--- src/verilog/backEnd_consts.svh ---
`ifndef BACKEND_CONSTS_SVH
`define BACKEND_CONSTS_SVH

// data and address width.
`define XLEN 32

// destination register index width.
`define REG_IDX_W 5

// data memory depth in words.
`define MEM_WORDS 256

// word index width, taken from alu result bits above the byte offset.
`define MEM_IDX_W $clog2(`MEM_WORDS)

`endif

--- src/verilog/backEndPkg.sv ---
`include "backEnd_consts.svh"

package backEndPkg;

    // rv32 funct3 of loads and stores.
    typedef enum logic [2:0] {
        byteS = 3'b000,
        halfS = 3'b001,
        word  = 3'b010,
        byteU = 3'b100,
        halfU = 3'b101
    } addrCtrlT;

    // write-back source, 11 falls back to the alu.
    typedef enum logic [1:0] {
        aluRes = 2'b00,
        memRes = 2'b01,
        pcLink = 2'b10
    } resultSrcT;

    typedef struct packed {
        logic                  regWrite;
        resultSrcT             resultSrc;
        logic                  memWrite;
        addrCtrlT              addrCtrl;
        logic [`XLEN-1:0]      aluResult;
        logic [`XLEN-1:0]      writeData;
        logic [`REG_IDX_W-1:0] rd;
        logic [`XLEN-1:0]      pcPlus8;
    } exMemT;

    typedef struct packed {
        logic                  regWrite;
        logic [`REG_IDX_W-1:0] rd;
        logic [`XLEN-1:0]      result;
    } memWbT;

endpackage

--- src/verilog/pipeReg.sv ---
`timescale 1ns/1ns

module pipeReg #(
    parameter type payloadT = backEndPkg::exMemT
) (
    input  logic    clk,
    input  logic    rst1,
    input  logic    en,
    input  logic    flush,
    input  payloadT d,
    output payloadT q
);

    always_ff @(posedge clk) begin
        if (rst1) begin
            q <= '0;
        end else if (flush) begin
            // bubble, even while stalled.
            q <= '0;
        end else if (en) begin
            q <= d;
        end
    end

endmodule
--- config.mk ---
export PLATFORM = sky130hd
export DESIGN_NAME = pipeReg
export DESIGN_NICKNAME = d
export VERILOG_FILES = /design/src/verilog/backEndPkg.sv /design/src/verilog/pipeReg.sv
export VERILOG_INCLUDE_DIRS = /design/src /design/src/verilog
export SDC_FILE = /design/constraint.sdc
export NUM_CORES = 1
export LEC_CHECK = 0
export BUFFER_PORTS_ARGS = -buffer_cell sky130_fd_sc_hd__buf_2
export CAP_MARGIN = 20
export CELL_PAD_IN_SITES_DETAIL_PLACEMENT = 2
export CELL_PAD_IN_SITES_GLOBAL_PLACEMENT = 2
export CORE_MARGIN = 10
export CORE_UTILIZATION = 22
export DETAILED_ROUTE_END_ITERATION = 8
export PLACE_DENSITY = 0.75
export SETUP_SLACK_MARGIN = 0.05
export SLEW_MARGIN = 10
export SYNTH_ARGS = -nofsm -noshare
export SYNTH_HDL_FRONTEND = slang
export SYNTH_SLANG_ARGS = --single-unit
--- constraint.sdc ---
create_clock -name clk -period 0.9 [get_ports clk]
set_input_delay 0.09 -clock clk [delete_from_list [all_inputs] [get_ports clk]]
set_output_delay 0.09 -clock clk [all_outputs]
set_load 0.01 [all_outputs]
==> results.py <==
metrics = {
    "status": {
        "status": "finished with violations",
        "violations": "setup timing",
    },
    "critical_path": {
        "crit_arrival_ps": 820,
        "slowest_delay_ps": 360,
        "worst-path-buf-inv": 1,
        "path_cells": "buf_6",
        "path_class": "reg2out",
        "crit_path_end_kind": "output pin",
        "crit_path_start_kind": "flop",
        "worst-path-max-fanout": 2,
        "cp_slowest_cell": "dfxtp_2",
        "critPathRequiredTime_ps": 810,
        "critPathTopFamily": "flip-flops",
    },
    "detailed_routing": {
        "viasPerCell": 4.23,
        "vias": 3880,
        "routed_wl_um": 18900,
        "routedWlPerCell_um": 20.7,
        "remaining_drc_errors": 0,
        "drt_first_pass_iters": 4,
        "drt-initial-drc-count": 65,
        "antenna_left": 0,
    },
    "power": {
        "leakage_nw": 3.55,
        "ir_worst_vdd_mv": 0.790,
        "powerDensity_nw_per_um2": 1450,
        "power_mw": 10.8,
    },
    "cells_and_area": {
        "layout-drive-gt1-share_pct": 57.0,
        "stdcell_area_um2": 7400,
        "top_register": "q",
        "largest_reg_flops": 108,
        "post-route-util_pct": 43.2,
        "seq_area_um2": 2300,
        "fillers": 1741,
        "largestRegisters": "q: 108 flops",
        "synthToLayoutAreaGrowth_pct": 94.1,
        "multi_input_comb_area_um2": 1520,
        "stdcell_count": 917,
        "nets": 797,
    },
    "global_route": {
        "overflow": 0,
        "grt_pass1_wl_um": 27600,
        "grt_max_degree": 60,
        "grt_pass1_vias": 4645,
        "antenna_found_initial": 3,
        "grt_use_total_pct": 15.9,
    },
    "yosys": {
        "ys_types": 8,
        "syn_nets": 461,
        "synthCells": 349,
        "seq_area_frac_synth_pct": 56.7,
        "synth_common_cells": "108 x dfxtp_1, 108 x mux2i_1, 108 x nor2_1, 8 x buf_2, 8 x clkbuf_1",
        "synth_edf_count": 0,
        "yosysWarnings": 0,
        "syn_area_um2": 3810,
        "ys_ff_latch": 108,
        "syn_area_per_cell_um2": 10.9,
        "synth-async-reset-ratio_pct": 0,
        "synth_area_leader_cell": "dfxtp_1",
        "synthTopCellsByArea": "dfxtp_1 57%, mux2i_1 28%, nor2_1 11%",
        "synth_top_area_share_pct": 56.7,
        "synth_ff_type": "dfxtp_1",
    },
    "sta": {
        "finalCritPeriodShare_pct": 102,
        "timing.slew.headroom_pct": 81.5,
        "period_minus_slack_ps": 915,
        "fin_setup_tns_ps": -24.2,
        "slew_violations": 0,
        "finalSetupViolCount": 4,
        "fin_hold_ws_ps": 6.50,
        "fmax_ghz": 1.09,
        "layout_setup_ws_ps": -14.9,
        "fin_skew_ps": 0,
        "grt_setup_unrepaired": "yes",
        "worst_pin_slew_ps": 278,
        "hold_violations": 0,
    },
    "clock_tree": {
        "clock-root-buffer": "clkbuf_16",
        "cts_max_path_buffers": 2,
        "cts_sinks": 108,
        "clk_latency_ps": 340,
        "htreeDepth": 3,
        "cts_buffers": 9,
        "clk_pin_slew_worst_paths_ps": 80,
        "cts_tree": "yes",
    },
    "placed_design": {
        "dp_hpwl_um": 11300,
        "place_inst": 782,
        "pre_cts_slack_ps": -74.0,
        "port_buffers": 219,
        "gp_congestion": 0.715,
        "post_dp_cell_area_um2": 5190,
    },
    "floorplanning": {
        "pin_count": 220,
        "initial_core_util_pct": 22.3,
        "dieArea_um2": 23000,
        "die_w_um": 152,
        "rows": 48,
        "design.core.area_um2": 17100,
        "die_h_um": 152,
    },
    "run": {
        "cap_violations": 0,
    },
    "hold_path": {
        "hp-class": "in2reg",
    },
}
==> layout by cell type, fill, tap and decap left out, drive strengths merged <==
master / n
mux2i: 108
diode: 2
inv: 3
dlygate4sd3: 84
nor2: 108
or2: 1
buf: 265
dfxtp: 108
clkbuf: 10
clkinv: 3
==> cells by family after synthesis <==
logic type / after synthesis / share of synthesized area (%)
multiplexers: 108 / 28.4
buffers and inverters: 24 / 4.10
flip-flops: 108 / 56.7
AND/OR/NAND/NOR: 109 / 10.8
==> power by group <==
part	switching [mW]	internal (mW)	total, mW
clock network	1.90	1.98	3.88
registers	0.127	4.96	5.09
logic	0.732	1.05	1.78
total	2.76	8.00	10.8
==> layout make-up <==
type,instances,share of cell area (%)
clock buffers,10,3.23
clock inverters,6,0.609
multi-input cells,217,20.5
flip-flops and latches,108,31.1
diodes,2,0.0677
repair buffers,349,40.7
well taps,225,3.81
==> final timing paths <==
check             startpoint     to  slack [ps]  depth (start not counted)
setup / recovery       q[23]  q[23]         -10                          1
hold / removal         d[91]  q[91]           6                          3
setup reg to reg       q[19]  q[19]          70                          3
hold reg to reg         q[2]   q[2]         500                          2
==> routing by layer <==
| metal | up-vias | share of wire (%) | wire [µm] | GRT usage [%] |
|---|---|---|---|---|
| met5 | - | 0.069 | 13 | 0 |
| met4 | 2 | 2.6 | 488 | 5.86 |
| met3 | 32 | 7.7 | 1460 | 5.44 |
| met2 | 152 | 57 | 10700 | 31.4 |
| met1 | 1872 | 33 | 6250 | 14.6 |
| li1 | 1822 | - | - | - |
==> repair_timing <==
item / CTS / global route
pin swaps: 0 / 1
hold buffers: 84 / 0
hold endpoints to repair: 84 / 0
resized for setup: 221 / 4
setup buffers: 18 / 15
setup endpoints to repair: 108 / 109
Note: power is estimated with default switching activity, not from simulation.
